<file path="src/design/cart_loader_pkg.sv">
/* Cartridge loader shared definitions */

`default_nettype none

package cart_loader_pkg;

	// ==============================
	// Widths and download constants
	// ==============================
	localparam int ADDR_W = 25;
	localparam int DATA_W = 16;

	// Cartridge files carry a copier header in front of the image
	localparam int HEADER_SKIP = 512;

	// All-ones index marks a cheat file
	localparam logic [7:0] CHEAT_INDEX = 8'hFF;

	// One size code step doubles this many bytes
	localparam int MASK_BASE = 1024;
	localparam logic [3:0] DEFAULT_ROM_SIZE = 4'hC;

	// ==============================
	// Header offsets, file relative
	// ==============================
	localparam logic [ADDR_W-1:0] LOROM_SIZE_ADDR = 25'h7FD6 + 25'(HEADER_SKIP);
	localparam logic [ADDR_W-1:0] LOROM_RAM_ADDR = 25'h7FD8 + 25'(HEADER_SKIP);
	localparam logic [ADDR_W-1:0] HIROM_SIZE_ADDR = 25'hFFD6 + 25'(HEADER_SKIP);
	localparam logic [ADDR_W-1:0] HIROM_RAM_ADDR = 25'hFFD8 + 25'(HEADER_SKIP);
	localparam logic [ADDR_W-1:0] EXHIROM_SIZE_ADDR = 25'h40FFD6 + 25'(HEADER_SKIP);
	localparam logic [ADDR_W-1:0] EXHIROM_RAM_ADDR = 25'h40FFD8 + 25'(HEADER_SKIP);

	// ==============================
	// Types
	// ==============================
	typedef enum logic [2:0] {
		HDR_AUTO = 3'd0,
		HDR_NONE = 3'd1,
		HDR_LOROM = 3'd2,
		HDR_HIROM = 3'd3,
		HDR_EXHIROM = 3'd4
	} header_mode_e;

	// One decoded download word
	typedef struct packed {
		logic is_cheat;
		logic [ADDR_W-1:0] addr;
		logic [ADDR_W-1:0] code_addr;
		logic [DATA_W-1:0] data;
	} dl_word_t;

	// Cartridge description for the console core
	typedef struct packed {
		logic [7:0] rom_type;
		logic [23:0] rom_mask;
		logic [23:0] ram_mask;
		logic region;
	} cart_info_t;

	// Cheat record, values kept big endian as delivered by the loader
	typedef struct packed {
		logic [31:0] flags;
		logic [31:0] address;
		logic [31:0] compare;
		logic [31:0] replace;
	} cheat_code_t;

endpackage

`default_nettype wire

</file>
<file path="src/design/cart_loader_top.sv">
/* Cartridge loader top level */

`default_nettype none

module cart_loader_top import cart_loader_pkg::*; (
	input logic clk_sys,
	input logic reset,
	input logic download,
	input logic wr,
	input logic [7:0] index,
	input logic [ADDR_W-1:0] addr,
	input logic [DATA_W-1:0] data,
	input header_mode_e header_mode,
	output cart_info_t cart_info,
	output cheat_code_t cheat_code,
	output logic cheat_valid,
	output logic cheat_clear
);

	dl_word_t word;
	logic word_valid;
	logic cart_loading;
	logic cheat_loading;

	// Stage one feeds both consumers
	download_decode download_decode_i (
		.clk_sys(clk_sys),
		.reset(reset),
		.download(download),
		.wr(wr),
		.index(index),
		.addr(addr),
		.data(data),
		.word(word),
		.word_valid(word_valid),
		.cart_loading(cart_loading),
		.cheat_loading(cheat_loading)
	);

	header_detect header_detect_i (
		.clk_sys(clk_sys),
		.reset(reset),
		.word(word),
		.word_valid(word_valid),
		.cart_loading(cart_loading),
		.header_mode(header_mode),
		.cart_info(cart_info)
	);

	cheat_assemble cheat_assemble_i (
		.clk_sys(clk_sys),
		.reset(reset),
		.word(word),
		.word_valid(word_valid),
		.cart_loading(cart_loading),
		.cheat_loading(cheat_loading),
		.cheat_code(cheat_code),
		.cheat_valid(cheat_valid),
		.cheat_clear(cheat_clear)
	);

endmodule

`default_nettype wire

</file>
<file path="src/design/cheat_assemble.sv">
/* Cheat record assembly */

`default_nettype none

module cheat_assemble import cart_loader_pkg::*; (
	input logic clk_sys,
	input logic reset,
	input dl_word_t word,
	input logic word_valid,
	input logic cart_loading,
	input logic cheat_loading,
	output cheat_code_t cheat_code,
	output logic cheat_valid,
	output logic cheat_clear
);

	logic cheat_wr;
	logic first_word;

	// Word tag and download level must both say cheat
	assign cheat_wr = word_valid & cheat_loading & word.is_cheat;
	assign first_word = cheat_wr & (word.addr == '0);

	// ==============================
	// Record halves by address nibble
	// ==============================
	always_ff @(posedge clk_sys) begin
		if (!reset) begin
			cheat_code <= '0;
			cheat_valid <= 1'b0;
		end else begin
			cheat_valid <= 1'b0;
			if (cheat_wr) begin
				case (word.code_addr[3:0])
					4'd0: cheat_code.flags[15:0] <= word.data;
					4'd2: cheat_code.flags[31:16] <= word.data;
					4'd4: cheat_code.address[15:0] <= word.data;
					4'd6: cheat_code.address[31:16] <= word.data;
					4'd8: cheat_code.compare[15:0] <= word.data;
					4'd10: cheat_code.compare[31:16] <= word.data;
					4'd12: cheat_code.replace[15:0] <= word.data;
					4'd14: begin
						// Last half completes the record
						cheat_code.replace[31:16] <= word.data;
						cheat_valid <= 1'b1;
					end
					default: ;
				endcase
			end
		end
	end

	// Engine drops its codes on a new cartridge or a new cheat file
	always_ff @(posedge clk_sys) begin
		if (!reset)
			cheat_clear <= 1'b0;
		else
			cheat_clear <= cart_loading | first_word;
	end

endmodule

`default_nettype wire

</file>
<file path="src/design/download_decode.sv">
/* Download word decode stage */

`default_nettype none

module download_decode import cart_loader_pkg::*; (
	input logic clk_sys,
	input logic reset,
	input logic download,
	input logic wr,
	input logic [7:0] index,
	input logic [ADDR_W-1:0] addr,
	input logic [DATA_W-1:0] data,
	output dl_word_t word,
	output logic word_valid,
	output logic cart_loading,
	output logic cheat_loading
);

	logic is_cheat;
	logic accept;

	// File type is decided here only
	assign is_cheat = (index == CHEAT_INDEX);
	assign accept = wr & download;

	// ==============================
	// Word register
	// ==============================
	always_ff @(posedge clk_sys) begin
		if (accept) begin
			word.is_cheat <= is_cheat;
			word.addr <= addr;
			// Image relative address, past the copier header
			word.code_addr <= addr - ADDR_W'(HEADER_SKIP);
			word.data <= data;
		end
	end

	// ==============================
	// Strobe and loading levels
	// ==============================
	always_ff @(posedge clk_sys) begin
		if (!reset) begin
			word_valid <= 1'b0;
			cart_loading <= 1'b0;
			cheat_loading <= 1'b0;
		end else begin
			word_valid <= accept;
			cart_loading <= download & ~is_cheat;
			cheat_loading <= download & is_cheat;
		end
	end

endmodule

`default_nettype wire

</file>
<file path="src/design/header_detect.sv">
/* ROM header detection */

`default_nettype none

module header_detect import cart_loader_pkg::*; (
	input logic clk_sys,
	input logic reset,
	input dl_word_t word,
	input logic word_valid,
	input logic cart_loading,
	input header_mode_e header_mode,
	output cart_info_t cart_info
);

	logic cart_wr;
	logic [3:0] rom_size;
	logic [3:0] ram_size;
	logic [3:0] rom_size_nxt;
	logic [3:0] ram_size_nxt;
	logic [7:0] rom_type_nxt;
	logic region_nxt;
	logic [ADDR_W-1:0] size_addr;
	logic [ADDR_W-1:0] ram_addr;
	logic fixed_mode;

	// Byte mask for a size code, 1 KiB times two to the code
	function automatic logic [23:0] size_mask(input logic [3:0] code);
		logic [23:0] base;
		base = 24'(MASK_BASE);
		return (base << code) - 24'd1;
	endfunction

	assign cart_wr = word_valid & cart_loading;

	// ==============================
	// Size offsets of the fixed modes
	// ==============================
	always_comb begin
		fixed_mode = 1'b1;
		size_addr = LOROM_SIZE_ADDR;
		ram_addr = LOROM_RAM_ADDR;
		case (header_mode)
			HDR_LOROM: begin
				size_addr = LOROM_SIZE_ADDR;
				ram_addr = LOROM_RAM_ADDR;
			end
			HDR_HIROM: begin
				size_addr = HIROM_SIZE_ADDR;
				ram_addr = HIROM_RAM_ADDR;
			end
			HDR_EXHIROM: begin
				size_addr = EXHIROM_SIZE_ADDR;
				ram_addr = EXHIROM_RAM_ADDR;
			end
			default: fixed_mode = 1'b0;
		endcase
	end

	// ==============================
	// Header rule
	// ==============================
	always_comb begin
		rom_size_nxt = rom_size;
		ram_size_nxt = ram_size;
		rom_type_nxt = cart_info.rom_type;
		region_nxt = cart_info.region;

		if (word.addr == '0) begin
			rom_size_nxt = DEFAULT_ROM_SIZE;
			ram_size_nxt = 4'h0;
			// Auto mode trusts a nonzero size byte in the first word
			if (header_mode == HDR_AUTO && word.data[7:0] != 8'h00) begin
				rom_size_nxt = word.data[3:0];
				ram_size_nxt = word.data[7:4];
			end
			case (header_mode)
				HDR_NONE, HDR_LOROM: rom_type_nxt = 8'd0;
				HDR_HIROM: rom_type_nxt = 8'd1;
				HDR_EXHIROM: rom_type_nxt = 8'd2;
				default: rom_type_nxt = word.data[15:8];
			endcase
		end

		if (word.addr == ADDR_W'(2))
			region_nxt = word.data[8];

		if (fixed_mode && word.addr == size_addr)
			rom_size_nxt = word.data[11:8];
		if (fixed_mode && word.addr == ram_addr)
			ram_size_nxt = word.data[3:0];
	end

	always_ff @(posedge clk_sys) begin
		if (!reset) begin
			rom_size <= DEFAULT_ROM_SIZE;
			ram_size <= 4'h0;
			cart_info <= '0;
		end else if (cart_wr) begin
			rom_size <= rom_size_nxt;
			ram_size <= ram_size_nxt;
			cart_info.rom_type <= rom_type_nxt;
			cart_info.rom_mask <= size_mask(rom_size_nxt);
			// No RAM when the code is zero
			cart_info.ram_mask <= (ram_size_nxt != 4'h0) ? size_mask(ram_size_nxt) : 24'd0;
			cart_info.region <= region_nxt;
		end
	end

endmodule

`default_nettype wire

</file>
<file path="config.mk">
export PLATFORM = sky130hd
export DESIGN_NAME = cart_loader_top
export DESIGN_NICKNAME = d
export VERILOG_FILES = /design/src/design/cart_loader_pkg.sv /design/src/design/cart_loader_top.sv /design/src/design/cheat_assemble.sv /design/src/design/download_decode.sv /design/src/design/header_detect.sv
export SDC_FILE = /design/constraint.sdc
export NUM_CORES = 1
export LEC_CHECK = 0
export ABC_AREA = 1
export BUFFER_PORTS_ARGS = -buffer_cell sky130_fd_sc_hd__buf_2
export CAP_MARGIN = 30
export CORE_MARGIN = 2
export CORE_UTILIZATION = 50
export DETAILED_ROUTE_END_ITERATION = 10
export PLACE_DENSITY_LB_ADDON = 0.08
export REMOVE_ABC_BUFFERS = 1
export SLEW_MARGIN = 20
export SYNTH_ARGS = -nofsm -noshare
export SYNTH_HDL_FRONTEND = slang
export SYNTH_SLANG_ARGS = --single-unit
</file>
<file path="constraint.sdc">
create_clock -name clk_sys -period 3.2 [get_ports clk_sys]
set_input_delay 0.64 -clock clk_sys [delete_from_list [all_inputs] [get_ports clk_sys]]
set_output_delay 0.64 -clock clk_sys [all_outputs]
set_load 0.005 [all_outputs]
</file>
==> impl_metrics.sql <==
INSERT INTO impl_metrics (metric_group, metric, value, unit) VALUES
('clocking', 'clock_path_buffers', '3', ''),
('global_routing', 'first_global_vias', '6859', ''),
('logic_synthesis', 'synth_cell_type_count', '37', ''),
('run_status', 'status', 'completed', ''),
('sta', 'worst_clock_skew', '0.007291', 'ns'),
('final_layout', 'layout.nets', '1329', ''),
('clocking', 'clk_root_buffer_cell', 'sky130_fd_sc_hd__clkbuf_16', ''),
('final_layout', 'mostFrequentLayoutCell', 'sky130_fd_sc_hd__buf_2', ''),
('logic_synthesis', 'synth_sequential_area_ratio', '54.88', '%'),
('drt', 'dr.pass1.iters', '5', ''),
('critical_path', 'required_time_of_the_critical_path', '3.61', 'ns'),
('sta', 'setup_total_negative_slack', '0', 'ns'),
('critical_path', 'worst_setup_path_start_kind', 'flip-flop', ''),
('critical_path', 'reg2regPathDepth', '19', ''),
('pwr', 'clkPwrFrac', '45.9', '%'),
('logic_synthesis', 'dominant_combinational_cell_family_by_area_after_synthesis', 'simple AND/OR/NAND/NOR gates', ''),
('pwr', 'power_switching_share', '22.03', '%'),
('die', 'io_pins', '243', ''),
('clocking', 'htree_levels', '1', ''),
('drt', 'route.detailed.vias_per_inst', '5.042', ''),
('clocking', 'buffers_inserted_during_post_cts_setup_optimization', '0', ''),
('drt', 'total_routed_length', '23730', 'microns'),
('critical_path', 'crit_path_most_repeated_cell', 'sky130_fd_sc_hd__nand2_1', ''),
('critical_path', 'crit_path_end_kind', 'flip-flop', ''),
('clocking', 'number_of_cells_upsized_or_downsized_after_cts', '0', ''),
('critical_path', 'crit_path_max_fanout', '7', ''),
('critical_path', 'slowest_delay', '0.44', 'ns'),
('sta', 'finalMaxSlewViolations', '0', ''),
('logic_synthesis', 'mux_share_of_post_synthesis_cell_area', '0', '%'),
('final_layout', 'fin_util', '63.61', '%'),
('global_routing', 'wire_length_of_the_first_global_routing_pass', '36190', 'microns'),
('pwr', 'sequentialPowerShare', '50.0', '%'),
('critical_path', 'critical_path.top_delay_family', 'simple AND/OR/NAND/NOR gates', ''),
('clocking', 'clkSinkCount', '222', ''),
('pwr', 'intPower', '0.004583', 'W'),
('hold_path', 'holdPathEnd', 'download_decode_i.word[62]', ''),
('drt', 'initialDrtViolationCount', '518', ''),
('die', 'num_rows', '48', ''),
('placed_design', 'post-dp-hpwl', '16260', 'microns'),
('hold_path', 'worst_hold_path_type', 'in2reg', ''),
('pwr', 'power_density', '534.3', 'mW/mm^2'),
('die', 'dieArea', '0.01881', 'sq mm'),
('hold_path', 'hold_path_startpoint', 'addr[21]', ''),
('logic_synthesis', 'post_synthesis_xor_xnor_area_fraction', '0', '%'),
('logic_synthesis', 'synthDominantAreaCellType', 'sky130_fd_sc_hd__dfxtp_1', ''),
('final_layout', 'layout.cells.most_common_list', 'sky130_fd_sc_hd__buf_2, sky130_fd_sc_hd__dfxtp_1, sky130_fd_sc_hd__o21ai_0, sky130_fd_sc_hd__a21oi_1, sky130_fd_sc_hd__nand2_1', ''),
('pwr', 'power.net_switching', '0.001295', 'W'),
('logic_synthesis', 'postSynthRegisterBits', '222', ''),
('logic_synthesis', 'postSynthCellCount', '1052', ''),
('logic_synthesis', 'synth_fa_ha_area_share', '0.2823', '%'),
('drt', 'remaining_number_of_nets_flagged_by_the_antenna_check_after_routing', '0', ''),
('critical_path', 'critPathSlowestCell', 'sky130_fd_sc_hd__edfxtp_1', ''),
('final_layout', 'design_area', '0.01100', 'sq mm'),
('pwr', 'power_leakage', '5.066', 'nW'),
('sta', 'hold_viol_final', '0', ''),
('critical_path', 'crit_path_cell_trace', 'nor2_1, nand2_1, nor2_2, nand3_1, nand2_1, nand2_1, inv_1, nand2_1, nand2_1, nand2_1, inv_1, nand3_1, ha_1, nand2_1, nor2_1, nor2_1, nand2_1, nand2_1, inv_1', ''),
('placed_design', 'place_congestion', '0.8957', ''),
('sta', 'grt_setup_unrepaired', 'no', ''),
('critical_path', 'arrival', '3.17', 'ns'),
('sta', 'max_slew_margin', '44.35', '%'),
('sta', 'timing.fmax', '362.7', 'MHz'),
('sta', 'post-route-min-period', '2.757', 'ns'),
('logic_synthesis', 'post_synth_edffs', '42', ''),
('logic_synthesis', 'synth_area', '0.008865', 'sq mm'),
('logic_synthesis', 'synth_compound_area_share', '16.73', '%'),
('hold_path', 'holdPathStages', '1', ''),
('global_routing', 'grt_antenna_before_repair', '0', ''),
('placed_design', 'post-place-cells', '1467', ''),
('critical_path', 'critPathKind', 'reg2reg', ''),
('clocking', 'cts_hold_repair.buffers', '0', ''),
('placed_design', 'placement.io_buffers', '242', '');
-- synth_stat cells, types with 3 or more instances --
library cell	instances
sky130_fd_sc_hd__dfxtp_1	180
sky130_fd_sc_hd__o21ai_0	142
sky130_fd_sc_hd__a21oi_1	138
sky130_fd_sc_hd__nand2_1	131
sky130_fd_sc_hd__nor2_1	121
sky130_fd_sc_hd__inv_1	92
sky130_fd_sc_hd__nand3_1	44
sky130_fd_sc_hd__edfxtp_1	42
sky130_fd_sc_hd__clkbuf_1	41
sky130_fd_sc_hd__buf_4	18
sky130_fd_sc_hd__nand2_2	17
sky130_fd_sc_hd__nand4_1	15
sky130_fd_sc_hd__nor2_4	10
sky130_fd_sc_hd__nand2_4	7
sky130_fd_sc_hd__nor2_2	7
sky130_fd_sc_hd__nand3_2	5
sky130_fd_sc_hd__buf_1	4
sky130_fd_sc_hd__inv_2	4
sky130_fd_sc_hd__o21ai_1	4
sky130_fd_sc_hd__buf_2	3
sky130_fd_sc_hd__clkinv_1	3
sky130_fd_sc_hd__nand3_4	3
sky130_fd_sc_hd__nor3_1	3
-- sequential cells by signal, summed over array words and instances, names as in the netlist, 4 cells and up --
signal and cells:
download_decode_i.word 42, header_detect_i.cart_info 39, cheat_assemble_i.cheat_code 128, header_detect_i.rom_size 4, header_detect_i.ram_size 4
-- worst max path at each step --
stage	startpoint	end	slack, ns
after floorplan	header_mode[1]	header_detect_i.cart_info[39]	0.65
after global placement	header_mode[1]	header_detect_i.cart_info[39]	0.33
after detailed placement	header_mode[1]	header_detect_i.cart_info[39]	0.27
after CTS	download_decode_i.word[56]	header_detect_i.cart_info[39]	0.45
final	download_decode_i.word[56]	header_detect_i.cart_info[39]	0.44
after global routing	download_decode_i.word[56]	header_detect_i.cart_info[39]	0.06
-- cell families after synthesis --
logic type / Yosys count
AO/OA/AOI/OAI: 292
adder cells (fa/ha/maj): 2
buffers and inverters: 167
flip-flops: 222
AND/OR/NAND/NOR: 369
-- worst reg2reg max path, stage by stage, from the launching register on --
cell	delay, ns
sky130_fd_sc_hd__edfxtp_1	0.44
sky130_fd_sc_hd__nor2_1	0.13
sky130_fd_sc_hd__nand2_1	0.06
sky130_fd_sc_hd__nor2_2	0.21
sky130_fd_sc_hd__nand3_1	0.31
sky130_fd_sc_hd__nand2_1	0.14
sky130_fd_sc_hd__nand2_1	0.08
sky130_fd_sc_hd__inv_1	0.06
sky130_fd_sc_hd__nand2_1	0.04
sky130_fd_sc_hd__nand2_1	0.17
sky130_fd_sc_hd__nand2_1	0.13
sky130_fd_sc_hd__inv_1	0.10
sky130_fd_sc_hd__nand3_1	0.07
sky130_fd_sc_hd__ha_1	0.28
sky130_fd_sc_hd__nand2_1	0.16
sky130_fd_sc_hd__nor2_1	0.06
sky130_fd_sc_hd__nor2_1	0.08
sky130_fd_sc_hd__nand2_1	0.06
sky130_fd_sc_hd__nand2_1	0.05
sky130_fd_sc_hd__inv_1	0.03
-- power groups by stage --
stage / registers, W / clock network [W] / logic [W]
floorplan: 0.00299 / 0 / 0.000119
global placement: 0.00300 / 0 / 0.000238
detailed placement: 0.00300 / 0 / 0.000239
CTS: 0.00294 / 0.00274 / 0.000241
global route: 0.00294 / 0.00283 / 0.000271
finish: 0.00294 / 0.00270 / 0.000244
-- final cells by class --
type | count | area [sq um] | share of cell area [%]
Clock buffer | 37 | 711.9 | 6.470
Multi-Input combinational cell | 663 | 3304 | 30.03
Tap cell | 225 | 281.5 | 2.559
Timing Repair Buffer | 259 | 1394 | 12.67
Inverter | 101 | 386.6 | 3.514
Clock inverter | 6 | 60.06 | 0.5458
Sequential cell | 222 | 4865 | 44.21
-- metrics by stage --
| step | power, W | hold slack, ns |
|---|---|---|
| after floorplan | 0.003106 | 0.4396 |
| after global placement | 0.003236 | 0.4292 |
| after detailed placement | 0.003237 | 0.4336 |
| after CTS | 0.005914 | 0.2875 |
| after global routing | 0.006047 | 0.2881 |
| final | 0.005879 | 0.3041 |
-- metal layers --
metal,part of all wire [%],wire [microns],GRT usage [%]
met3,7.1,1696,5.407
met1,46,10880,33.62
met4,2.7,650,6.873
met2,44,10510,38.83
met5,0,0,0
Power figures use the tool's default switching activity.
